File: src/hdl/mipsPkg.sv
package mipsPkg;

    typedef logic [31:0] word_t;

    // primary opcode field, bits 31:26
    typedef enum logic [5:0] {
        RType = 6'h00,
        J     = 6'h02,
        BEQ   = 6'h04,
        BNE   = 6'h05,
        ADDI  = 6'h08,
        LW    = 6'h23,
        SW    = 6'h2b
    } opcode_t;

    // funct field of R-type, bits 5:0
    typedef enum logic [5:0] {
        JR  = 6'h08,
        ADD = 6'h20,
        SUB = 6'h22,
        AND = 6'h24,
        OR  = 6'h25,
        SLT = 6'h2a
    } funct_t;

    // operation class from the main decoder
    typedef enum logic [1:0] {
        AluAdd   = 2'b00,
        AluSub   = 2'b01,
        AluFunct = 2'b10
    } aluOp_t;

    typedef enum logic [2:0] {
        Fetch     = 3'd0,
        Decode    = 3'd1,
        Execute   = 3'd2,
        Memory    = 3'd3,
        Writeback = 3'd4
    } phase_t;

endpackage

File: src/hdl/aluUnit.sv
`timescale 1ns/1ps

module aluUnit (
    input  mipsPkg::aluOp_t aluOp,
    input  mipsPkg::funct_t funct,
    input  mipsPkg::word_t  a,
    input  mipsPkg::word_t  b,
    output mipsPkg::word_t  result,
    output logic            zero
);
    import mipsPkg::*;

    funct_t operation;

    // fixed classes map onto the matching funct code
    always_comb begin
        case (aluOp)
            AluSub:   operation = SUB;
            AluFunct: operation = funct;
            default:  operation = ADD;
        endcase
    end

    always_comb begin
        case (operation)
            ADD:     result = a + b;
            SUB:     result = a - b;
            AND:     result = a & b;
            OR:      result = a | b;
            // signed compare
            SLT:     result = {31'd0, $signed(a) < $signed(b)};
            default: result = '0;
        endcase
    end

    assign zero = (result == '0);

endmodule

File: config.mk
export PLATFORM = sky130hd
export DESIGN_NAME = aluUnit
export DESIGN_NICKNAME = d
export VERILOG_FILES = /design/src/hdl/mipsPkg.sv /design/src/hdl/aluUnit.sv
export SDC_FILE = /design/constraint.sdc
export NUM_CORES = 1
export LEC_CHECK = 0
export BUFFER_PORTS_ARGS = -buffer_cell sky130_fd_sc_hd__buf_4
export CAP_MARGIN = 20
export CORE_UTILIZATION = 45
export DETAILED_ROUTE_END_ITERATION = 8
export GPL_ROUTABILITY_DRIVEN = 0
export PLACE_DENSITY = 0.71
export SYNTH_ARGS = -nofsm -noshare
export SYNTH_HDL_FRONTEND = slang
export SYNTH_SLANG_ARGS = --single-unit
File: constraint.sdc
create_clock -name vclk -period 12.8
set_input_delay 3.84 -clock vclk [all_inputs]
set_output_delay 3.84 -clock vclk [all_outputs]
set_load 0.03 [all_outputs]
=== Word level (Yosys, flattened, before mapping) ===
Cells that the tools add are included.
W data, S select, Z words.

* Logic and storage cells: 15
* Input port bits: 72
* Output and inout bits: 33
* Register bits: 0

* Multiplexer cells: 2
* Order comparisons: 1
* Reductions and logical operators: 1
* Add/sub/neg operators: 2
* Bitwise operators: 2
* Equality and inequality tests: 7

{| class="wikitable"
|+ Operators by type and width
! kind !! number
|-
| $pmux W32 S5 || 1
|-
| $add A32 B32 Y32 || 1
|-
| $and A32 B32 Y32 || 1
|-
| $logic_not A32 Y1 || 1
|-
| $lt A32 B32 Y1 || 1
|-
| $or A32 B32 Y32 || 1
|-
| $sub A32 B32 Y32 || 1
|-
| $eq A6 B6 Y1 const B || 5
|-
| $pmux W6 S2 || 1
|-
| $eq A2 B1 Y1 const B || 1
|-
| $eq A2 B2 Y1 const B || 1
|}

=== Logic depth before layout (Yosys ltp) ===
* Depth after elaboration: 5
* Mapped depth: 16

=== Worst setup path before layout ===
OpenSTA, ideal clock, no wires.

* Path kind: input to output
* From: in a[0]
* To: out zero
* Required time: 8960 ps
* Setup slack: 778 ps
* Data arrival time: 8182 ps
* Stages: 14
* Path through: ha_1 > inv_1 > fa_1 > nor2b_1 > o2111ai_1 > o211a_1 > xor2_1 > o221ai_1 > or4_1 > or4b_1 > or4_1 > nor4_1 > nand4_1 > nor4bb_1

* Cells in the longest elaborated chain, start to end: 3
* Elaborated cells on any way between the ends: 7

{| class="wikitable"
|+ Ends and longest elaborated chain
! what !! line !! source
|-
| from (decl) || aluUnit.sv:6 || <nowiki>input mipsPkg::word_t a,</nowiki>
|-
| $sub A32 B32 Y32 or $add A32 B32 Y32 (tied branches) || aluUnit.sv:27, aluUnit.sv:26 ||
|-
| $pmux W32 S5 * || aluUnit.sv:25 || <nowiki>case (operation)</nowiki>
|-
| net result[6] || aluUnit.sv:8 || <nowiki>output mipsPkg::word_t result,</nowiki>
|-
| $logic_not A32 Y1 * || aluUnit.sv:36 || <nowiki>assign zero = (result == '0);</nowiki>
|-
| to (decl) || aluUnit.sv:9 || <nowiki>output logic zero</nowiki>
|}

Mark *: on every way through the listed nets, which the timed path passes. The rest lies on a longest branch.

=== Worst setup path after layout ===
* From: in a[0]
* To: out zero

* Cells in the longest elaborated chain, start to end: 3
* Elaborated cells on any way between the ends: 7

{| class="wikitable"
|+ Ends and longest elaborated chain
! what !! line !! source
|-
| $sub A32 B32 Y32, or another cell as far along || aluUnit.sv:27 || <nowiki>SUB: result = a - b;</nowiki>
|-
| $pmux W32 S5 * || aluUnit.sv:25 ||
|-
| $logic_not A32 Y1 * || aluUnit.sv:36 ||
|}

Every way passes the cells marked *; elsewhere a longest branch is shown, timed or not.

==> results.txt <==
Status = complete, no violations
Core Rows = 39
Crit path kind = input port to output port
Crit-path max FO = 3
Die Width = 111 microns
Die Height = 111 microns
Startpoint type of the worst setup path = input port
Post-route minimum period = 11710 ps
Detailed-route via count = 6461
Top Family by Delay on Critical Path = simple AND/OR/NAND/NOR gates
Final net count = 1048
Synth cell count leaders = ha_1 (103), inv_1 (98), nor2_1 (69)
Post-DP Area = 6170 sq um
Final hold violations = 0
Slew of the pin with the lowest slew margin = 819 ps
RSZ-0062 raised after global routing = false
DRC viols = 0
Yosys cell types = 75
GR peak layer = met2
PwrDens = 55.7 nW/um^2
Final non-filler cell total = 1012
Post-Route WL = 17500 microns
Total track usage = 27.3%
CP max stage delay = 460 ps
Starting Density = 46.4%
Worst EP arrival = 7870 ps
Vias in the first global route = 5797
Drt pass-1 iters = 5
Post-synthesis cell type with the largest combined area = ha_1
Iteration-0 DRC Markers = 837
Cts hold-fix bufs = 0
Synth Instances = 803
Slowest cell on the critical path = or4_1
Flip-flop and latch area = 0 sq um
Slew Limit Fails = 0
Worst Hold End = result[31]
HPWL after detailed placement = 13800 microns
Worst VDD drop = 45.3 uV
Max Cap Viol = 0
Postcts setup bufs = 0
TNS Setup = 0 ps
Synth top area share = 24.2%
Antenna violations before repair = 0
Min-delay worst type = input port to output port
WL per Instance = 17.3 microns
Cell with the most instances after synthesis = ha_1
Design area = 6170 sq um
Max-slew headroom = 44.6%
GRT overflow = 0
# diodes = 0
Leak pwr = 2.97 nW
Die Area = 12300 sq um
Seq_cells = 0
First-pass GRT wire length = 28600 microns
WHS Path Cells = 5
Layout clock buffers = 0
Hold Startpoint = b[31]
GR Util met3 = 1.80%
Core Util, Final = 53.8%
Cell Area, Synth = 5320 sq um
FMAX = 85.4 MHz
Setup crit end kind = output port
Syn Nets = 980
Layout area overhead = 15.8%
Crit share post-route = 91.5%
Crit path buf inv count = 3
Routing usage on met2 = 44.2%
Top cells by area, synth = ha_1 (24%), inv_1 (6.9%), a21oi_1 (5.8%)
DR vias/cell = 6.38
Seq/Total Area, Yosys = 0%
WP data required = 8960 ps
Final setup fails = 0
Boundary Pins = 105
Largest net degree at the start of global routing = 60
Core box area = 11500 sq um
IO Port Bufs = 105
Remaining antenna violation count = 0
Share of cells above drive strength 1 = 16.2%
Synth warn = 0
Placed insts = 1012
CP cell instances = buf_4 > inv_1 > ha_1 > fa_1 > nor2_1 > o21a_1 > nor2_1 > a221o_1 > a32o_2 > or4_1 > or4b_1 > or4_1 > nor4_1 > nand4_1 > nor4bb_1 > buf_4
Average size of a mapped cell = 6.63 sq um
Post-CTS Resized = 0
Met1 usage = 39.6%
## power by group
group,leakage [nW],switching (mW),internal (mW)
Combinational,2.97,0.215,0.129
Clock,0,0,0
Sequential,0,0,0
## cell usage in the layout, fill, tap and decap left out, types with 17 or more instances in the layout
master / synthesis / routed
a211oi_1: 17 / 17
nand2_1: 53 / 53
a21oi_1: 62 / 62
ha_1: 103 / 103
buf_4: 0 / 114
o211ai_1: 20 / 20
inv_1: 98 / 98
o21ai_0: 51 / 51
nor2_1: 69 / 69
## cell type report
class | instances | area [sq um]
Fill cell | 1175 | 5300
Inverter | 100 | 375
Multi-Input combinational cell | 655 | 4760
Tap cell | 143 | 179
Timing Repair Buffer | 114 | 856
## logic make-up after synthesis
family / after synthesis / synth area share (%)
mux: 11 / 2.12
buf+inv: 148 / 10.7
compound gates: 309 / 40.6
simple gates: 224 / 20.6
xor+xnor: 6 / 0.987
fa+ha+maj: 105 / 25.0
## metrics by stage
step / hold WS [ps] / setup WS [ps] / power [mW]
3_5_place_dp: 8250 / 1060 / 0.335
4_1_cts: 8250 / 1060 / 0.337
3_3_place_gp: 8220 / 1160 / 0.335
5_1_grt: 8280 / 813 / 0.371
2_1_floorplan: 8060 / 778 / 0.227
6_report: 8250 / 1090 / 0.344
## worst max path at each step
| stage | startpoint | endpoint | slack, ps | cells past startpoint |
|---|---|---|---|---|
| final | a[0] | zero | 1090 | 16 |
| after global placement | a[0] | zero | 1160 | 16 |
| after detailed placement | a[0] | zero | 1060 | 16 |
| after floorplan | a[0] | zero | 780 | 14 |
| after global routing | a[0] | zero | 810 | 16 |
| after CTS | a[0] | zero | 1060 | 16 |
## layer usage
layer  share of wire, %  vias up
met4                2.3        0
met2                 44      341
met3                9.5       38
li1                   -     3100
met5                  0        -
met1                 45     2982
No activity file was read; power rests on OpenSTA's default activity.
