==> src/hdl/mipsPkg.sv <==
package mipsPkg;

    typedef logic [31:0] word_t;

    // primary opcode field, bits 31:26
    typedef enum logic [5:0] {
        RType = 6'h00,
        J     = 6'h02,
        BEQ   = 6'h04,
        BNE   = 6'h05,
        ADDI  = 6'h08,
        LW    = 6'h23,
        SW    = 6'h2b
    } opcode_t;

    // funct field of R-type, bits 5:0
    typedef enum logic [5:0] {
        JR  = 6'h08,
        ADD = 6'h20,
        SUB = 6'h22,
        AND = 6'h24,
        OR  = 6'h25,
        SLT = 6'h2a
    } funct_t;

    // operation class from the main decoder
    typedef enum logic [1:0] {
        AluAdd   = 2'b00,
        AluSub   = 2'b01,
        AluFunct = 2'b10
    } aluOp_t;

    typedef enum logic [2:0] {
        Fetch     = 3'd0,
        Decode    = 3'd1,
        Execute   = 3'd2,
        Memory    = 3'd3,
        Writeback = 3'd4
    } phase_t;

endpackage

==> src/hdl/opcodeControl.sv <==
`timescale 1ns/1ps

module opcodeControl (
    input  mipsPkg::opcode_t opcode,
    input  mipsPkg::funct_t  funct,
    output logic             regDst,
    output logic             jump,
    output logic             jumpRegister,
    output logic             branch,
    output logic             branchNe,
    output logic             memRead,
    output logic             memtoReg,
    output logic             memWrite,
    output logic             aluSrc,
    output logic             regWrite,
    output mipsPkg::aluOp_t  aluOp
);
    import mipsPkg::*;

    logic isR;
    logic isRAlu;
    logic isJ;
    logic isJr;
    logic isBeq;
    logic isBne;
    logic isAddi;
    logic isLw;
    logic isSw;

    // one-hot instruction classes
    always_comb begin
        isR = (opcode == RType);
        isJ = (opcode == J);
        isBeq = (opcode == BEQ);
        isBne = (opcode == BNE);
        isAddi = (opcode == ADDI);
        isLw = (opcode == LW);
        isSw = (opcode == SW);
        // funct only matters for R-type
        isJr = isR && (funct == JR);
        isRAlu = isR && (funct inside {ADD, SUB, AND, OR, SLT});
    end

    assign regDst = isR;
    assign jump = isJ;
    assign jumpRegister = isJr;
    assign branch = isBeq;
    assign branchNe = isBne;
    assign memRead = isLw;
    assign memtoReg = isLw;
    assign memWrite = isSw;
    assign aluSrc = isAddi || isLw || isSw;
    // unknown opcodes and functs leave this low
    assign regWrite = isRAlu || isAddi || isLw;

    always_comb begin
        if (isR) begin
            aluOp = AluFunct;
        end else if (isBeq || isBne) begin
            aluOp = AluSub;
        end else begin
            aluOp = AluAdd;
        end
    end

endmodule

==> config.mk <==
export PLATFORM = sky130hd
export DESIGN_NAME = opcodeControl
export DESIGN_NICKNAME = d
export VERILOG_FILES = /design/src/hdl/mipsPkg.sv /design/src/hdl/opcodeControl.sv
export SDC_FILE = /design/constraint.sdc
export NUM_CORES = 1
export LEC_CHECK = 0
export BUFFER_PORTS_ARGS = -buffer_cell sky130_fd_sc_hd__buf_4
export CAP_MARGIN = 20
export CORE_AREA = 5 5 42 44
export DETAILED_ROUTE_END_ITERATION = 10
export DIE_AREA = 0 0 47 49
export PLACE_DENSITY_LB_ADDON = 0.15
export SETUP_SLACK_MARGIN = 0.5
export SYNTH_ARGS = -nofsm -noshare
export SYNTH_HDL_FRONTEND = slang
export SYNTH_SLANG_ARGS = --single-unit
==> constraint.sdc <==
create_clock -name vclk -period 3.2
set_input_delay 0.96 -clock vclk [all_inputs]
set_output_delay 0.96 -clock vclk [all_outputs]
set_load 0.02 [all_outputs]
Word level (Yosys, flattened, before mapping) --
Index checks and enable logic that the tools add are counted.
Cells by class: add/sub/neg operators 0, multiply operators 0, divide/modulo/power cells 0, $lt $le $gt $ge 0, eq/ne operators 12, shifts and indexed selects 0, multiplexer cells 2, bitwise gates (word level) 0, reductions and logical operators 9
Operator list (count):
- equality test 6 bit, second input constant | 7
- equality test 6 x 3 -> 1 bit, second input constant | 2
- equality test 6 x 4 -> 1 bit, second input constant | 2
- equality test 6 x 2 -> 1 bit, second input constant | 1
- logical NOT 6 bit | 1
- logical OR 1 bit | 5
- nonzero test 5 bit | 1
- logical AND 1 bit | 2
- 2-to-1 mux 2 bit | 1
- 2-to-1 mux 1 bit | 1
Word-level totals: flip-flop bits (word level) 0, bits in latches 0, RAM bits 0, memory bits (read-only) 0, word-level logic and storage cells 23, memories kept 0

Depth between registers and ports, before layout --
word-level depth 5, mapped depth 4

Least setup slack after synthesis --
Ideal clock, no wire load.
kind in2out, from in opcode[5], to out branch, arrival time 1.979 ns, path slack 0.261 ns, cell stages on the path 2, buffers on the path 0, path through or4b_4 > nor3_1
On the way: word-level cells in the longest chain between the ends 1
Ends and longest elaborated chain:
- start, declared | line opcodeControl.sv:4 | input mipsPkg::opcode_t opcode,
- equality test 6 x 3 -> 1 bit | line opcodeControl.sv:34 | isBeq = (opcode == BEQ);
- end, declared | line opcodeControl.sv:9 | output logic branch,
Every way passes these cells.

Worst setup path after layout --
from in opcode[4], to out branchNe
On the way: word-level cells in the longest chain between the ends 1
Ends and longest elaborated chain:
- equality test 6 x 3 -> 1 bit | line opcodeControl.sv:35 | isBne = (opcode == BNE);
- end, declared | line opcodeControl.sv:10 | output logic branchNe,
Every way passes these cells.

==> summary.md <==
| Metric | Value |
|---|---|
| Most frequent cells in the layout | `23 x buf_4, 3 x and3_1, 3 x buf_6` |
| Synth area leader | `and3_1` |
| Routing usage on met1 | `a little over 7%` |
| FF+latch count | `0` |
| Area occupied by multi-input gates | `between 200 and 250 um2` |
| Via Count | `300` |
| Avg Inst Size Synth | `about 6.6 um2` |
| Fin crit period | `just under 3 ns` |
| Vias/cell | `roughly 4.3` |
| # fillers | `between 150 and 200` |
| IO Count | `24` |
| Setup CP Type | `input port to output pin` |
| DR pass1 iterations | `1` |
| Worst path cell trace | `buf_8 > or4b_4 > nor2_4 > and2_4 > buf_6` |
| Synth warn | `0` |
| Core area | `between 0.001 and 0.0015 mm2` |
| Crit path launch type | `input port` |
| Routed wire per std cell | `about 11 um` |
| MaxCap Viol Count | `0` |
| Initial antenna violation count | `0` |
| Worst EP required | `~2.2 ns` |
| Synth top area cells | `and3_1 14%, nor3_1 11%, buf_4 8.1%, nor2_1 8.1%, or4b_4 7.4%` |
| Status | `finished, final reports clean` |
| Hold Violations, Final | `0` |
| First-pass GRT wire length | `1.10 mm` |
| VDD IR max | `a little under 0.03 mV` |
| Max stage delay cell, worst path | `or4b_4` |
| Hold path depth | `3` |
| Drt total wl | `768 um` |
| RSZ-0062 raised after global routing | `true` |
| Max frequency | `between 300 and 400 MHz` |
| Port buffer count | `24` |
| Static leakage | `approximately 0.23 nW` |
| Sequential cell area fraction in the yosys report | `0%` |
| Commonest non-fill, non-tap cell in the layout | `buf_4` |
| GR Util met3 | `under 10%` |
| FP Rows | `14` |
| Gate Count Post-Synth | `28` |
| Syn Std Cell Area | `approximately 190 um2` |
| Type of the tightest min-delay check | `input port to output pin` |
| Slew headroom | `between 80% and 90%` |
| Final worst-path cycle share | `around 91%` |
| Starting DRC count in detailed routing | `0` |
| Die Footprint | `0.00230 mm2` |
| Met2 GRT Util | `about a tenth` |
| Crit-path max FO | `4` |
| WHS Endpoint | `aluSrc` |
| Unique masters post-synth | `18` |
| Worst Max-Slew Pin Slew | `between 0.2 and 0.25 ns` |
| Top cell type's share of synthesized area | `about 14%` |
| DP Wirelength | `about 600 um` |
| CP arrival | `around 2.0 ns` |
| Initial Util | `a little over an eighth` |
| CLK BUF | `0` |
| Hold_ws | `between 2 and 2.5 ns` |
| Post-route DRC | `0` |
| Diode count | `0` |
| Die W | `47 um` |
| Max Slew Vio Count | `0` |
| Area growth syn-to-layout | `151%` |
| Setup-failing EPs final | `0` |
| Critical path endpoint category | `output pin` |
| Share of cells above drive strength 1 | `72.2%` |
| Synth Net Count | `40` |
| Gr usage total | `5.82%` |
| Fin nets | `between 60 and 70` |
| Total Neg Setup Slack | `0 ns` |
| Slowest stage delay, CP | `roughly 0.56 ns` |
| Largest net degree at the start of global routing | `8` |
| Post-DRT Antenna Nets | `0` |
| GP Congestion | `between 0.6 and 0.7` |
| Vias in the first global route | `between 200 and 300` |
| Die extent in y | `49 um` |
| Cell area power density | `between 80 and 90 mW/mm2` |
| Register area | `0 um2` |
| Busiest grt layer | `met2` |
| GR Overflow Total | `0` |
| Hold Crit Start | `opcode[4]` |
==> layout make-up <==
type                            count  share of cell area [%]
Multi-Input combinational cell     25                    43.9
Timing Repair Buffer               28                    50.9
Tap cell                           16                    4.31
Inverter                            1                   0.809
==> per-layer routing <==
layer	vias to the layer above	wire, um
met5	-	0
met4	0	0
met3	0	111
met2	15	395
met1	127	261
li1	158	-
==> cells by family after synthesis <==
family                 after synthesis  synth area share (%)
AOI/OAI and AO/OA                    3                  8.78
buffers and inverters                3                  10.1
muxes                                1                  5.41
and+or+nand+nor                     21                  75.7
==> through the flow <==
stage | worst slack [ns] | utilization [%] | power [mW] | area (um2) | cells
global placement | 0.239 | 27.3 | 0.0319 | 383 | 66
detailed placement | 0.222 | 27.3 | 0.0315 | 383 | 66
floorplan | 0.368 | - | 0.0110 | 198 | 28
finish | 0.274 | 33.1 | 0.0395 | 464 | 70
CTS | 0.258 | 30.8 | 0.0354 | 432 | 69
global route | 0.255 | 33.1 | 0.0427 | 464 | 70
==> Yosys cell counts <==
cell and instances:
nand2_1 1, and2_1 1, inv_1 1, and3_1 4, a31oi_1 1, nor2_1 4
nor3_1 4, and4b_2 1, nand2b_1 1, and4b_1 1, nand4b_1 1, buf_4 2
nor2_4 1, a21oi_1 1, mux2i_1 1, o21ai_1 1, or4b_4 1, nor4b_1 1
==> report_power, final <==
group          switching, mW  internal [mW]  total (mW)
Clock                      0              0           0
Sequential                 0              0           0
Combinational         0.0174         0.0221      0.0395
==> how the worst max path moves through the flow <==
| stage | from | end | slack [ns] | cells past startpoint |
|---|---|---|---|---|
| 5_1_grt | opcode[4] | branchNe | 0.26 | 5 |
| 6_report | opcode[4] | branchNe | 0.27 | 5 |
| 2_1_floorplan | opcode[5] | branchNe | 0.37 | 3 |
| 3_3_place_gp | opcode[5] | branchNe | 0.24 | 5 |
| 4_1_cts | opcode[3] | branchNe | 0.26 | 5 |
| 3_5_place_dp | opcode[5] | branchNe | 0.22 | 5 |
==> worst max-delay path: cells and delay by family <==
family        cells  cell delay, ns
buf+inv           2            0.20
simple gates      3            0.80
==> what timing repair did <==
item / CTS / global route
setup buffers: 3 / 1
pin swaps: 6 / 5
endpoints found under the hold margin: 0 / 0
hold buffers: 0 / 0
resized for setup: 7 / 6
setup endpoints to repair: 6 / 10
(Power assumes the default switching activity.)
