===== src/hdl/mipsPkg.sv =====
package mipsPkg;

    typedef logic [31:0] word_t;

    // primary opcode field, bits 31:26
    typedef enum logic [5:0] {
        RType = 6'h00,
        J     = 6'h02,
        BEQ   = 6'h04,
        BNE   = 6'h05,
        ADDI  = 6'h08,
        LW    = 6'h23,
        SW    = 6'h2b
    } opcode_t;

    // funct field of R-type, bits 5:0
    typedef enum logic [5:0] {
        JR  = 6'h08,
        ADD = 6'h20,
        SUB = 6'h22,
        AND = 6'h24,
        OR  = 6'h25,
        SLT = 6'h2a
    } funct_t;

    // operation class from the main decoder
    typedef enum logic [1:0] {
        AluAdd   = 2'b00,
        AluSub   = 2'b01,
        AluFunct = 2'b10
    } aluOp_t;

    typedef enum logic [2:0] {
        Fetch     = 3'd0,
        Decode    = 3'd1,
        Execute   = 3'd2,
        Memory    = 3'd3,
        Writeback = 3'd4
    } phase_t;

endpackage


===== src/hdl/registerFile.sv =====
`timescale 1ns/1ps

module registerFile (
    input  logic           clk,
    input  logic           reset,
    input  logic           writeEnable,
    input  logic [4:0]     readAddrA,
    input  logic [4:0]     readAddrB,
    input  logic [4:0]     writeAddr,
    input  mipsPkg::word_t writeData,
    output mipsPkg::word_t readDataA,
    output mipsPkg::word_t readDataB
);
    import mipsPkg::*;

    word_t registers [32];

    always_ff @(posedge clk) begin
        if (reset) begin
            for (int i = 0; i < 32; i++) begin
                registers[i] <= '0;
            end
        end else if (writeEnable && (writeAddr != 5'd0)) begin
            registers[writeAddr] <= writeData;
        end
    end

    // register zero always reads as zero
    assign readDataA = (readAddrA == 5'd0) ? '0 : registers[readAddrA];
    assign readDataB = (readAddrB == 5'd0) ? '0 : registers[readAddrB];

endmodule


===== config.mk =====
export PLATFORM = sky130hd
export DESIGN_NAME = registerFile
export DESIGN_NICKNAME = d
export VERILOG_FILES = /design/src/hdl/mipsPkg.sv /design/src/hdl/registerFile.sv
export SDC_FILE = /design/constraint.sdc
export NUM_CORES = 2
export LEC_CHECK = 0
export BUFFER_PORTS_ARGS = -buffer_cell sky130_fd_sc_hd__buf_2
export CAP_MARGIN = 10
export CORE_MARGIN = 2
export CORE_UTILIZATION = 47
export CTS_CLUSTER_SIZE = 8
export DETAILED_ROUTE_END_ITERATION = 7
export PLACE_DENSITY = 0.73
export SYNTH_ARGS = -nofsm -noshare
export SYNTH_HDL_FRONTEND = slang
export SYNTH_SLANG_ARGS = --single-unit

===== constraint.sdc =====
create_clock -name clk -period 3.3 [get_ports clk]
set_input_delay 0.33 -clock clk [delete_from_list [all_inputs] [get_ports clk]]
set_output_delay 0.33 -clock clk [all_outputs]
set_load 0.02 [all_outputs]

* Word level (Yosys, flattened, before mapping)
Memory sizes are Yosys's and may differ from the RTL's.
Cells that the tools add are included.
W data, S select, Z words.
** Operators by class
- Muxes and demuxes :: 10
- Reductions and logical operators :: 5
** Operators with widths (number)
- $mux W32 :: 3
- $reduce_or A32 Y1 :: 1
- $logic_not A5 Y1 :: 2
- $mux W1 :: 6
- $mux W5 :: 1
- $reduce_bool A5 Y1 :: 1
- $logic_and A1 B1 Y1 :: 1
** Word-level totals
- Bits in registers :: 0
- RAM bits :: 1024
- Input bits :: 50
- Output and inout bits :: 64
- Word-level logic and storage cells :: 16
- Memories :: 1
** Memories
- registers :: words 32, width 32, read ports 2, clocked after memory_dff 0, wr ports 32, line registerFile.sv:16 : word_t registers [32];

* Longest topological paths before layout
- Word-level depth :: 7
- Mapped depth :: 9
- Depth with buffers taken out :: 4

* Worst setup path before layout
Ideal clock, no wire load.
- Path type :: in2out
- Start :: input readAddrB[0]
- End :: output readDataB[30]
- Arrival :: 2.321 ns
- Data required time :: 2.970 ns
- Setup slack :: 0.649 ns
- Cell stages on the path :: 6
- Cell sequence :: buf_2 buf_6 buf_4 mux4_2 mux2i_1 a2111oi_0
** On the way
- Word-level cells in the longest chain between the ends :: 2
** RTL lines
- start: declaration :: line registerFile.sv:8 : input logic [4:0] readAddrB,
- $mem_v2 Z32 W32 or $logic_not A5 Y1 (tied branches)
- $mux W32 * :: line registerFile.sv:30 : assign readDataB = (readAddrB == 5'd0) ? '0 : registers[readAddrB];
- end: declaration :: line registerFile.sv:12 : output mipsPkg::word_t readDataB
Every way passes the cells marked *; elsewhere a longest branch is shown, timed or not.

* Worst setup path in the final report
- Start :: input readAddrA[4]
- End :: output readDataA[31]
** On the way
- Word-level cells in the longest chain between the ends :: 2
** RTL lines
- start: declaration :: line registerFile.sv:7 : input logic [4:0] readAddrA,
- $mem_v2 Z32 W32 or $logic_not A5 Y1 (tied branches)
- $mux W32 * :: line registerFile.sv:29 : assign readDataA = (readAddrA == 5'd0) ? '0 : registers[readAddrA];
- end: declaration :: line registerFile.sv:11 : output mipsPkg::word_t readDataA,
Marks and branches as above.

==> run summary <==
status -> finished, violations left
violations in the final reports -> setup timing
Leakage -> 21.5 nW
I/O pins -> 114
commonest cells after routing, fill and taps aside -> edfxtp_1 (1024), and2_1 (994), mux4_2 (472)
Seq cells post-synth -> 1024
GR Util met3 -> 8.08%
CTS tree -> done
CTS root buf -> clkbuf_16
critical path's top delay family -> simple AND/OR/NAND/NOR gates
CTS sink cnt -> 1024
Initial Util -> 47.4%
number of enable flip-flop cells after synthesis -> 1024
M2 GR Usage -> 45.6%
drt first pass iters -> 5
# rows -> 124
Tcrit/Tclk final -> 101%
CTS Buf Count -> 145
Final nets -> 3691
Rel. slew slack -> 9.76%
Mapped Area -> 54300 um^2
Synth Warn # -> 0
fin crit period -> 3330 ps
post-CTS setup buffers -> 0
Setup crit end kind -> output pin
CP peak stage delay -> 1020 ps
Setup crit start kind -> input port
transition time of the tightest slew-check pin -> 1340 ps
unrepaired setup endpoints after global routing -> no
port bufs -> 113
die span in y -> 344 um
total power draw -> 0.0328 W
crit-path cells -> buf_2 -> or2_2 -> nor4_2 -> buf_4 -> nor3_1 -> buf_4 -> buf_2
number of global-route vias before repair -> 35500
share of cells above drive strength 1 -> 30.1%
WL per Instance -> 33.9 um
largest register by flop count -> registers
commonest non-fill, non-tap cell in the layout -> edfxtp_1
Post-Synth Adder-Cell Area -> 0%
die area -> 118000 um^2
post-synthesis mux area share -> 23.0%
largest family of logic cells by synthesized area -> multiplexers
Critical Path AT -> 3000 ps
Setup crit end -> readDataA[31]
P per Cell Area -> 530 nW/um^2
CTS H-tree depth -> 4
Post-Synthesis Cells -> 3502
HPWL Detailed -> 107 mm
Fillers -> 8880
Worst Path Buf+Inv -> 4
area grow syn2layout -> 13.9%
Pins Over Slew Limit -> 0
pin count of the biggest net entering global routing -> 66
hold depth -> 2
Critical Path Start -> readAddrA[4]
Final Hold Fails -> 0
clock transition at the registers of the reported paths -> 50 ps
Die W -> 344 um
number of flip-flops in the largest register -> 1024
grt ovf -> 0
global router's overall resource usage -> 29.9%
xor and xnor area share after synthesis -> 0%
vias -> 35000
Largest regs -> registers (1024)
Place WS -> 141 ps
Compound-Gate Fraction of Synth Area -> 3.65%
core area -> 114000 um^2
maximum vdd drop -> 631 uV
Seq/Total Area, Yosys -> 56.7%
DRT iter0 DRCs -> 5375
DR vias/cell -> 6.76
WS Path Type -> input port to output pin
Max Clock Freq -> 0.301 GHz
crit path max fanout -> 23
CTS Buffer Depth -> 3
DRC Markers -> 0
Req. time, crit path -> 2970 ps
post-synth cell types -> 42
Crit path depth -> 7
Slowest cell on crit path -> nor4_2
Final Worst Setup Slack -> -27.7 ps
met1 track demand over resource -> 39.7%
GP Congestion -> 0.910
Simple-Gate Fraction of Synth Area -> 13.3%
final WL -> 176 mm
Detail Route Antenna Nets -> 0
# setup viols final -> 4
first-pass GRT wire length -> 249 mm
Syn Area/Cell -> 15.5 um^2
ys async rst share -> 0%
Max Cap Viol -> 0
Hold Crit Class -> input port to flop
initial antenna violation count -> 15
busiest grt layer -> met2
Synth Flop Type -> edfxtp_1
-- cell families after synthesis --
family	Yosys count
compound gates	259
buf+inv	389
flops	1024
mux	652
other cells	1
simple gates	1177
-- layer usage --
layer / share of wire, % / up-vias
met4: 5.0 / 16
li1: - / 13800
met5: 0.052 / -
met2: 46 / 2832
met1: 35 / 17800
met3: 14 / 520
-- report_power, final --
group	leakage, nW	internal, W	switching [W]	total, W
Combinational	9.87	0.00175	0.00232	0.00407
Clock	1.89	0.00787	0.00538	0.0133
Sequential	9.75	0.0151	0.000386	0.0154
Total	21.5	0.0247	0.00808	0.0328
-- worst min-delay path by stage --
| stage | start | end | slack (ps) |
|---|---|---|---|
| 2_1_floorplan | writeData[31] | registers[1][31] | 530 |
| 3_3_place_gp | writeData[4] | registers[19][4] | 970 |
| 3_5_place_dp | writeData[19] | registers[2][19] | 980 |
| 4_1_cts | writeData[20] | registers[16][20] | 200 |
| 5_1_grt | writeData[17] | registers[26][17] | 240 |
| 6_report | writeData[16] | registers[27][16] | 220 |
-- what timing repair did --
item / 4_1_cts / 5_1_grt
resized for setup: 6 / 10
hold buffers: 0 / 0
endpoints found under the setup margin: 6 / 9
-- through the flow --
stage               instances  util [%]  TNS (ps)  cell area (um^2)  hold slack [ps]
global placement         5006      50.6         0             57800              967
detailed placement       5006      50.6         0             57800              976
finish                   5180      54.0     -28.4             61800              217
global route             5168      54.0         0             61800              236
CTS                      5166      54.0         0             61700              200
floorplan                3533         -         0             54400              528
-- cell usage after synthesis (all sizes together), types with 2 or more instances --
cell | count | area share (%)
or3 | 2 | 0.023
and2 | 995 | 11
a32o | 4 | 0.074
nor4 | 6 | 0.069
a21oi | 12 | 0.11
nor2 | 36 | 0.25
a221o | 2 | 0.037
a22oi | 16 | 0.22
mux2 | 30 | 0.62
a211oi | 7 | 0.097
or2 | 33 | 0.38
buf | 116 | 1.5
o21ai | 4 | 0.037
inv | 2 | 0.014
nand2 | 7 | 0.048
edfxtp | 1024 | 57
nand2b | 5 | 0.058
o22ai | 103 | 1.2
mux2i | 150 | 2.8
nand3b | 5 | 0.069
or3b | 4 | 0.065
nor3 | 54 | 0.50
a22o | 51 | 0.82
nor4b | 3 | 0.060
a2111oi | 55 | 0.98
clkbuf | 271 | 1.9
nor2b | 14 | 0.16
mux4 | 472 | 20
a221oi | 4 | 0.065
nand3 | 5 | 0.046
nand4bb | 2 | 0.042
and3 | 3 | 0.035
-- layout make-up --
type                    count  area [um^2]  area share, %
inverters                   2         7.51         0.0122
clock buffers             148         3700           5.99
flip-flops and latches   1024        30700           49.8
multi-input cells        2120        22100           35.7
repair buffers            348         3180           5.14
diodes                     14         35.0         0.0567
well taps                1512         1890           3.06
clock inverters            12          143          0.231
Power figures use the tool's default switching activity.
