File: config.mk
export PLATFORM = sky130hd
export DESIGN_NAME = programCounter
export DESIGN_NICKNAME = d
export VERILOG_FILES = /design/src/hdl/mipsPkg.sv /design/src/hdl/programCounter.sv
export SDC_FILE = /design/constraint.sdc
export NUM_CORES = 1
export LEC_CHECK = 0
export BUFFER_PORTS_ARGS = -buffer_cell sky130_fd_sc_hd__buf_4
export CAP_MARGIN = 40
export CORE_UTILIZATION = 30
export CTS_CLUSTER_DIAMETER = 80
export DETAILED_ROUTE_END_ITERATION = 8
export GPL_ROUTABILITY_DRIVEN = 0
export PLACE_DENSITY = 0.57
export SETUP_SLACK_MARGIN = 0.3
export SYNTH_ARGS = -nofsm -noshare
export SYNTH_HDL_FRONTEND = slang
export SYNTH_SLANG_ARGS = --single-unit
File: constraint.sdc
create_clock -name clk -period 3.4 [get_ports clk]
set_clock_uncertainty 0.15 [all_clocks]
set_input_delay 0.34 -clock clk [delete_from_list [all_inputs] [get_ports clk]]
set_output_delay 0.34 -clock clk [all_outputs]
set_load 0.01 [all_outputs]
File: src/hdl/mipsPkg.sv
package mipsPkg;

    typedef logic [31:0] word_t;

    // primary opcode field, bits 31:26
    typedef enum logic [5:0] {
        RType = 6'h00,
        J     = 6'h02,
        BEQ   = 6'h04,
        BNE   = 6'h05,
        ADDI  = 6'h08,
        LW    = 6'h23,
        SW    = 6'h2b
    } opcode_t;

    // funct field of R-type, bits 5:0
    typedef enum logic [5:0] {
        JR  = 6'h08,
        ADD = 6'h20,
        SUB = 6'h22,
        AND = 6'h24,
        OR  = 6'h25,
        SLT = 6'h2a
    } funct_t;

    // operation class from the main decoder
    typedef enum logic [1:0] {
        AluAdd   = 2'b00,
        AluSub   = 2'b01,
        AluFunct = 2'b10
    } aluOp_t;

    typedef enum logic [2:0] {
        Fetch     = 3'd0,
        Decode    = 3'd1,
        Execute   = 3'd2,
        Memory    = 3'd3,
        Writeback = 3'd4
    } phase_t;

endpackage

File: src/hdl/programCounter.sv
`timescale 1ns/1ps

module programCounter (
    input  logic           clk,
    input  logic           reset,
    input  logic           advance,
    input  logic           branchTaken,
    input  logic           jump,
    input  logic           jumpRegister,
    input  mipsPkg::word_t immediate,
    input  mipsPkg::word_t jumpTarget,
    input  mipsPkg::word_t registerTarget,
    output mipsPkg::word_t pc
);
    import mipsPkg::*;

    word_t pcPlus4;
    word_t nextPc;

    always_comb begin
        pcPlus4 = pc + 32'd4;
        if (jumpRegister) begin
            nextPc = registerTarget;
        end else if (jump) begin
            // jumpTarget arrives as target times 4
            nextPc = {pcPlus4[31:28], jumpTarget[27:0]};
        end else if (branchTaken) begin
            nextPc = pcPlus4 + {immediate[29:0], 2'b00};
        end else begin
            nextPc = pcPlus4;
        end
    end

    always_ff @(posedge clk) begin
        if (reset) begin
            pc <= '0;
        end else if (advance) begin
            pc <= nextPc;
        end
    end

endmodule

== Yosys cells after proc, flatten, opt, wreduce, memory -nomap -nowiden ==
Cells that the tools add are included.
Operators by class
  add/sub/neg operators: 2
  mux-type cells: 3
Operators by type and width (number)
  two-way mux 32 bit: 3
  adder 32 x 3 -> 32 bit (second input constant): 1
  adder 32 bit: 1
Storage, ports and cells
  register bits after elaboration: 32
  output and inout port bits: 32
  word-level logic and storage cells: 6

== Logic depth before layout (Yosys ltp) ==
Gate-level depths: netlist (run 1).
  depth after elaboration: 5
  depth in mapped cells: 17

== Worst setup path after synthesis (run 1) ==
No wires, ideal clock.
  kind: register -> register
  from: register pc[8]
  to: register pc[29]
  arrival: 3.384 ns
  data required time: 3.180 ns
  setup slack: -0.204 ns
  cell stages (with the launch flop): 16
  cell sequence: dfxtp_1 -> and4_4 -> nand4_4 -> or2_4 -> or3_4 -> nor2_1 -> xor2_1 -> ha_1 -> a21o_1 -> a21oi_1 -> nor2b_1 -> o21ai_0 -> o31a_1 -> a41o_1 -> mux2_2 -> a21oi_1
Between the ends
  word-level cells in the longest chain between the ends: 5
Ends and longest elaborated chain
  start, declared: line programCounter.sv:13  | output mipsPkg::word_t pc
  start signal, assigned: line programCounter.sv:38  | pc <= nextPc;
  adder 32 x 3 -> 32 bit (*): line programCounter.sv:21  | pcPlus4 = pc + 32'd4;
  adder 32 bit: line programCounter.sv:28  | nextPc = pcPlus4 + {immediate[29:0], 2'b00};
  two-way mux 32 bit: line programCounter.sv:27  | end else if (branchTaken) begin
  two-way mux 32 bit (*): line programCounter.sv:24  | end else if (jump) begin
  two-way mux 32 bit (*): line programCounter.sv:22  | if (jumpRegister) begin
Mark *: on every way between the ends. The rest lies on a longest branch, timed or not.
A chain may end at the register's enable or synchronous reset.

== Final worst setup path (run 1) ==
  from: register pc[10]
  to: register pc[31]
Same word-level chain as after synthesis.

==> impl_metrics.yaml, run 1 <==
status:
  status: "complete, but fails checks"
  failed_checks: "setup timing"
power_and_ir_drop:
  vdd_drop_max_mv: 0.235
  cellPowerDensity_nw_per_um2: 289
  static-leakage-power_nw: 3.29
  power.switching_fraction: 0.365
  p_sw_w: 0.000757
  clock_power_share: 0.257
  post-layout-total-power_w: 0.00208
  internal_power_w: 0.00132
  comb_power_share: 0.531
  seq_power_share: 0.212
synthesis:
  post_synth_and_or_nand_nor_area_fraction: 0.244
  syn-instance-count: 559
  synth_compound_area_frac: 0.327
  synthesis.nets: 699
  post_synthesis_adder_cell_area_fraction: 0.118
  synth_top_family_by_area: "compound AO/OA/AOI/OAI gates"
  ys_seq_area_frac: 0.156
  post-synth-top-area-fraction: 0.156
  share_of_synthesized_registers_carrying_an_async_set_or_reset: 0
  yosys_most_used_dff: "sky130_fd_sc_hd__dfxtp_1"
  synth-edff-count: 0
  post-synth-top-area-cell: "sky130_fd_sc_hd__dfxtp_1"
  synth_xor_xnor_area_share: 0.108
  synth_seq_cells: 32
  warnings_synthesis: 0
  syn-cell-area_sq_um: 4110
  synth.avg_cell_area_sq_um: 7.35
  ys_types: 69
  synth_most_common_cell: "sky130_fd_sc_hd__nor2_1"
  yosys-mux-area-fraction: 0.0101
  synthTopCellsByArea: "sky130_fd_sc_hd__dfxtp_1, sky130_fd_sc_hd__ha_1, sky130_fd_sc_hd__xnor2_1"
  synthTopCellsByCount: "sky130_fd_sc_hd__nor2_1, sky130_fd_sc_hd__nand2_1, sky130_fd_sc_hd__a21oi_1"
final_layout:
  proportion_of_layout_cells_with_a_drive_suffix_above_1: 0.505
  fin_nets: 955
  antennaDiodeCount: 0
  layout_top_registers: "pc: 32 flops"
  nFillCells: 1232
  largest_register_ff_count: 32
  most_flops_register: "pc"
  layout_stage_area_growth_over_the_synthesis_result_pct: 75.1
sta:
  report.final.hold_viol_count: 0
  min_period_over_period: 1.04
  grt_setup_unrepaired: "true"
  period_minus_slack_ns: 3.55
  layout_setup_ws_ns: -0.149
  maxSlewHeadroom: 0.533
  timing.final.setup_violations: 9
  tightest_slew_ns: 0.700
  post_route_setup_tns_ns: -0.592
  fmax_ghz: 0.282
  timing_max_transition_violations_final: 0
clocking:
  clockRootBuffer: "sky130_fd_sc_hd__clkbuf_16"
  ctsLongestPathBuffers: 2
  cts_buffers: 5
  clock_tree_from_tritoncts: "built"
  cts_num_sinks: 32
  htreeDepth: 2
  postCtsHoldBufs: 0
  clk_pin_slew_ns: 0.06
  clock_insertion_delay_worst_skew_ns: 0.28
worst_hold_path:
  holdCritStartpoint: "registerTarget[6]"
  holdCritPathClass: "in -> reg"
detailed_routing:
  route.detailed.drc: 0
  met2RoutedLength_um: 8700
  detailedRoute.firstIterationViolations: 248
  dr_wl_met3_um: 1100
  wire_length_per_cell_um: 17.4
  top_layer_used: "met4"
  wl_um: 17300
  antenna_left: 0
  route.detailed.vias_per_inst: 5.34
  route.layer.met1.wl_um: 7040
  drtPass1Iterations: 4
  detailroute.via_count: 5294
global_routing:
  globalRouteTotalUtil: 0.240
  grt_antenna_before_repair: 0
  grt_first_pass_wirelength_um: 27000
  grt_pass1_vias: 5314
  grt_max_degree: 56
  grt_overflow_total: 0
setup_path:
  cp-end-kind: "flop"
  cpMaxStageDelayCell: "sky130_fd_sc_hd__or3_4"
  critPathBufInv: 5
  timing.critical_path.arrival_ns: 3.55
  cp_slowest_stage_delay_ns: 0.38
  crit_required_ns: 3.40
  worst_setup_path_startpoint: "pc[10]$_SDFFE_PP0P_"
  cp_max_fo: 4
  criticalPathCategory: "reg -> reg"
  critical-path-top-delay-family: "simple AND/OR/NAND/NOR gates"
  regToRegStartpoint: "pc[10]$_SDFFE_PP0P_"
  crit_top_cell: "sky130_fd_sc_hd__buf_4"
  path_cells: "and4_4 > nand4_4 > or2_4 > or3_4 > buf_4 > nor2_4 > xor2_2 > ha_4 > buf_4 > buf_4 > buf_4 > buf_4 > and4_1 > a221oi_2 > xnor2_1 > o22ai_1"
  start_kind: "flop"
floorplanning:
  initial_standard_cell_utilization_of_the_core: 0.309
  placement_rows: 42
  die_height_um: 119
  top_level_ports: 134
  die_outline_area_sq_um: 14200
  core_sq_um: 13300
  floorplan.die.width_um: 119
placement:
  numPortBuffers: 127
  detailed_place_hpwl_um: 12600
job:
  max-cap-violations: 0
==> power by group through the flow <==
stage	registers, W	logic, W	clock network [W]
after floorplan	0.000464	0.000457	0
after global placement	0.000444	0.000875	0
after detailed placement	0.000445	0.000886	0
after CTS	0.000439	0.000997	0.000539
after global routing	0.000444	0.00119	0.000562
final	0.000439	0.00110	0.000534
==> layout make-up <==
type                       instances  area [sq um]  share of cell area
clock inverter                     3          42.5             0.00592
inverter                          16          60.1             0.00835
timing repair buffer             274          2110               0.293
tap                              176           220              0.0306
clock buffer                       5           125              0.0174
multi-input combinational        486          3960               0.551
sequential                        32           676              0.0939
==> worst min-delay path, stage by stage <==
cell	delay [ns]
sky130_fd_sc_hd__buf_4	0.10
sky130_fd_sc_hd__nand2_1	0.05
sky130_fd_sc_hd__a311oi_1	0.07
==> per-layer routing <==
layer	GRT usage	vias to the layer above
met5	0	-
li1	-	2597
met1	0.285	2486
met4	0.0688	0
met3	0.0522	35
met2	0.428	176
==> cells in the final DEF (no fill, tap or decap), types with 14 or more instances in the layout <==
cell	netlist	layout
sky130_fd_sc_hd__a21oi_1	41	27
sky130_fd_sc_hd__a21oi_2	2	14
sky130_fd_sc_hd__buf_4	0	261
sky130_fd_sc_hd__dfxtp_1	32	22
sky130_fd_sc_hd__ha_1	37	25
sky130_fd_sc_hd__inv_1	16	14
sky130_fd_sc_hd__nand2_1	61	50
sky130_fd_sc_hd__nand3_1	22	20
sky130_fd_sc_hd__nor2_1	64	53
sky130_fd_sc_hd__o21ai_0	24	14
sky130_fd_sc_hd__xnor2_1	34	21
==> through the flow <==
step                cell area (sq um)  utilization  worst slack [ns]  instances  hold slack, ns
floorplan                        4200            -            0.0494        559           0.347
global placement                 6050        0.455            -0.147        939           0.367
detailed placement               6050        0.455            -0.237        940           0.365
CTS                              6770        0.509            -0.134        980           0.174
global route                     7190        0.541            -0.312        992           0.188
finish                           7190        0.541            -0.149        992           0.175
==> final timing paths <==
path                                             to  slack [ns]  cells past startpoint
worst max-delay path            pc[31]$_SDFFE_PP0P_       -0.15                     16
worst min-delay path             pc[6]$_SDFFE_PP0P_        0.18                      3
worst max register to register  pc[31]$_SDFFE_PP0P_       -0.15                     16
worst min register to register   pc[0]$_SDFFE_PP0P_        0.38                      2
==> timing repair <==
| item | 4_1_cts | 5_1_grt |
|---|---|---|
| pin swaps | 51 | 42 |
| setup endpoints to repair | 22 | 24 |
| setup buffers | 32 | 12 |
| gates resized for setup | 65 | 65 |
==> logic make-up (layout without fill, tap and decap cells) <==
family / count (synthesis) / in the layout
multiplexers: 4 / 4
XOR/XNOR: 49 / 49
AND/OR/NAND/NOR: 207 / 207
AO/OA/AOI/OAI: 188 / 188
adder cells (fa/ha/maj): 38 / 38
flip-flops: 32 / 32
buffers and inverters: 41 / 298
No activity file was read; power rests on OpenSTA's default activity.
==> inputs of run 2 (changes only) <==
--- a/config.mk
+++ b/config.mk
@@ -8,6 +8,7 @@
 export BUFFER_PORTS_ARGS = -buffer_cell sky130_fd_sc_hd__buf_4
 export CAP_MARGIN = 40
 export CORE_UTILIZATION = 30
+export CTS_BUF_LIST = sky130_fd_sc_hd__clkbuf_4 sky130_fd_sc_hd__clkbuf_8
 export CTS_CLUSTER_DIAMETER = 80
 export DETAILED_ROUTE_END_ITERATION = 8
 export GPL_ROUTABILITY_DRIVEN = 0
==> run 2 against run 1 <==
The run still ends with setup timing left; sequential power barely moved; sequential cell count unchanged; combinational power fell by 5%; hold slack got worse by 0.014 ns; critical path depth unchanged; sequential share of layout area increased by 0.41 points; clock power down 27%; maximum frequency grew 1.1%; global-route usage is 0.58 points lower; cell area is 4.6% lower; critical path type unchanged; largest cell class unchanged.
==> impl_metrics.yaml, run 2 (synthesis gave the netlist of run 1 again) <==
status:
  status: "complete, but fails checks"
  failed_checks: "setup timing"
global_routing:
  grt.met2_usage: 0.415
  globalRoute.busiestLayer: "met2"
  grt_first_pass_wirelength_um: 26400
  grt_max_degree: 56
  grt_overflow_total: 0
  grtUsageMet3: 0.0512
  globalRouteTotalUtil: 0.234
  grt_pass1_vias: 5163
  grt_antenna_before_repair: 0
  grtUsageMet1: 0.282
detailed_routing:
  detailroute.via_count: 5172
  wire_length_per_cell_um: 17.6
  detailedRoute.firstIterationViolations: 263
  drtPass1Iterations: 4
  route.detailed.vias_per_inst: 5.32
  antenna_left: 0
  wl_um: 17100
  route.detailed.drc: 0
floorplanning:
  core_sq_um: 13300
  initial_standard_cell_utilization_of_the_core: 0.309
  floorplan.die.width_um: 119
  top_level_ports: 134
  die_height_um: 119
  placement_rows: 42
  die_outline_area_sq_um: 14200
clocking:
  ctsLongestPathBuffers: 2
  cts_buffers: 5
  clockRootBuffer: "sky130_fd_sc_hd__clkbuf_8"
  clk_pin_slew_ns: 0.08
  clock_tree_from_tritoncts: "built"
  cts_num_sinks: 32
  htreeDepth: 2
  clock_insertion_delay_worst_skew_ns: 0.29
power_and_ir_drop:
  static-leakage-power_nw: 3.15
  post-layout-total-power_w: 0.00188
  cellPowerDensity_nw_per_um2: 273
  vdd_drop_max_mv: 0.195
sta:
  timing_max_transition_violations_final: 0
  timing.final.setup_violations: 5
  report.final.hold_viol_count: 0
  min_period_over_period: 1.03
  period_minus_slack_ns: 3.51
  layout_setup_ws_ns: -0.111
  maxSlewHeadroom: 0.538
  fmax_ghz: 0.285
  grt_setup_unrepaired: "true"
  tightest_slew_ns: 0.692
job:
  max-cap-violations: 0
final_layout:
  most_flops_register: "pc"
  largest_register_ff_count: 32
  proportion_of_layout_cells_with_a_drive_suffix_above_1: 0.475
  layout_top_registers: "pc: 32 flops"
  final_cell_mix: "sky130_fd_sc_hd__buf_4, sky130_fd_sc_hd__nand2_1, sky130_fd_sc_hd__nor2_1"
  layout_stage_area_growth_over_the_synthesis_result_pct: 67.1
  fin_nets: 935
  antennaDiodeCount: 0
  final_common_cell: "sky130_fd_sc_hd__buf_4"
  finalInstanceArea_sq_um: 6860
setup_path:
  criticalPathCategory: "reg -> reg"
  crit_required_ns: 3.41
  timing.critical_path.arrival_ns: 3.52
  cp_max_fo: 4
  start_kind: "flop"
  cp-end-kind: "flop"
placement:
  total_cell_area_at_the_placement_stage_sq_um: 6050
  numPortBuffers: 127
  detailed_place_hpwl_um: 12600
worst_hold_path:
  holdCritPathClass: "in -> reg"
[run 2: per-layer routing]
| metal | vias up | wire, um |
|---|---|---|
| met5 | - | 0 |
| met4 | 0 | 348 |
| met3 | 22 | 969 |
| met2 | 160 | 8730 |
| met1 | 2440 | 7070 |
| li1 | 2550 | - |
[run 2: where the power goes]
part | internal (W) | switching [W] | total (W)
Clock | 0.000217 | 0.000172 | 0.000389
Sequential | 0.000404 | 0.0000334 | 0.000438
Combinational | 0.000530 | 0.000519 | 0.00105
Total | 0.00115 | 0.000724 | 0.00188
[run 2: per-stage QoR]
step / worst slack (ns) / setup TNS (ns) / utilization / hold WS, ns / cells
after floorplan: 0.0494 / 0 / - / 0.347 / 559
after global placement: -0.147 / -0.635 / 0.455 / 0.367 / 939
after detailed placement: -0.237 / -1.02 / 0.455 / 0.365 / 940
after CTS: -0.102 / -0.375 / 0.485 / 0.157 / 962
after global routing: -0.292 / -2.56 / 0.516 / 0.161 / 972
final: -0.111 / -0.398 / 0.516 / 0.161 / 972
[run 2: repair_timing]
action,4_1_cts,5_1_grt
endpoints found under the setup margin,22,24
buffers inserted,14,10
cloned,0,0
pin swaps,12,33
gates resized for setup,34,70
hold buffers,0,0
[run 2: layout make-up]
cell class | count | area [sq um]
Fill cell | 1267 | 6430
Multi-Input combinational cell | 486 | 3870
Timing Repair Buffer | 254 | 1930
Sequential cell | 32 | 673
Tap cell | 176 | 220
Clock buffer | 5 | 68.8
Inverter | 16 | 60.1
Clock inverter | 3 | 42.5
[run 2: worst paths after layout]
check,startpoint,end,slack [ns],cells after the start
setup / recovery,pc[10]$_SDFFE_PP0P_,pc[28]$_SDFFE_PP0P_,-0.11,16
hold / removal,registerTarget[6],pc[6]$_SDFFE_PP0P_,0.16,3
setup reg to reg,pc[10]$_SDFFE_PP0P_,pc[28]$_SDFFE_PP0P_,-0.11,16
hold reg to reg,pc[0]$_SDFFE_PP0P_,pc[0]$_SDFFE_PP0P_,0.38,2
[run 2: critical path: stages, from the launching register on]
cell                       delay [ns]
sky130_fd_sc_hd__dfxtp_4         0.35
sky130_fd_sc_hd__and4_4          0.25
sky130_fd_sc_hd__nand4_4         0.10
sky130_fd_sc_hd__or2_4           0.27
sky130_fd_sc_hd__or3_4           0.39
sky130_fd_sc_hd__nor2_4          0.12
sky130_fd_sc_hd__xor2_2          0.15
sky130_fd_sc_hd__ha_1            0.26
sky130_fd_sc_hd__a21o_1          0.18
sky130_fd_sc_hd__a21o_1          0.19
sky130_fd_sc_hd__a21oi_2         0.16
sky130_fd_sc_hd__o21bai_1        0.08
sky130_fd_sc_hd__a21oi_1         0.15
sky130_fd_sc_hd__nor2_1          0.06
sky130_fd_sc_hd__a211oi_2        0.17
sky130_fd_sc_hd__xor2_1          0.22
sky130_fd_sc_hd__a31oi_1         0.11
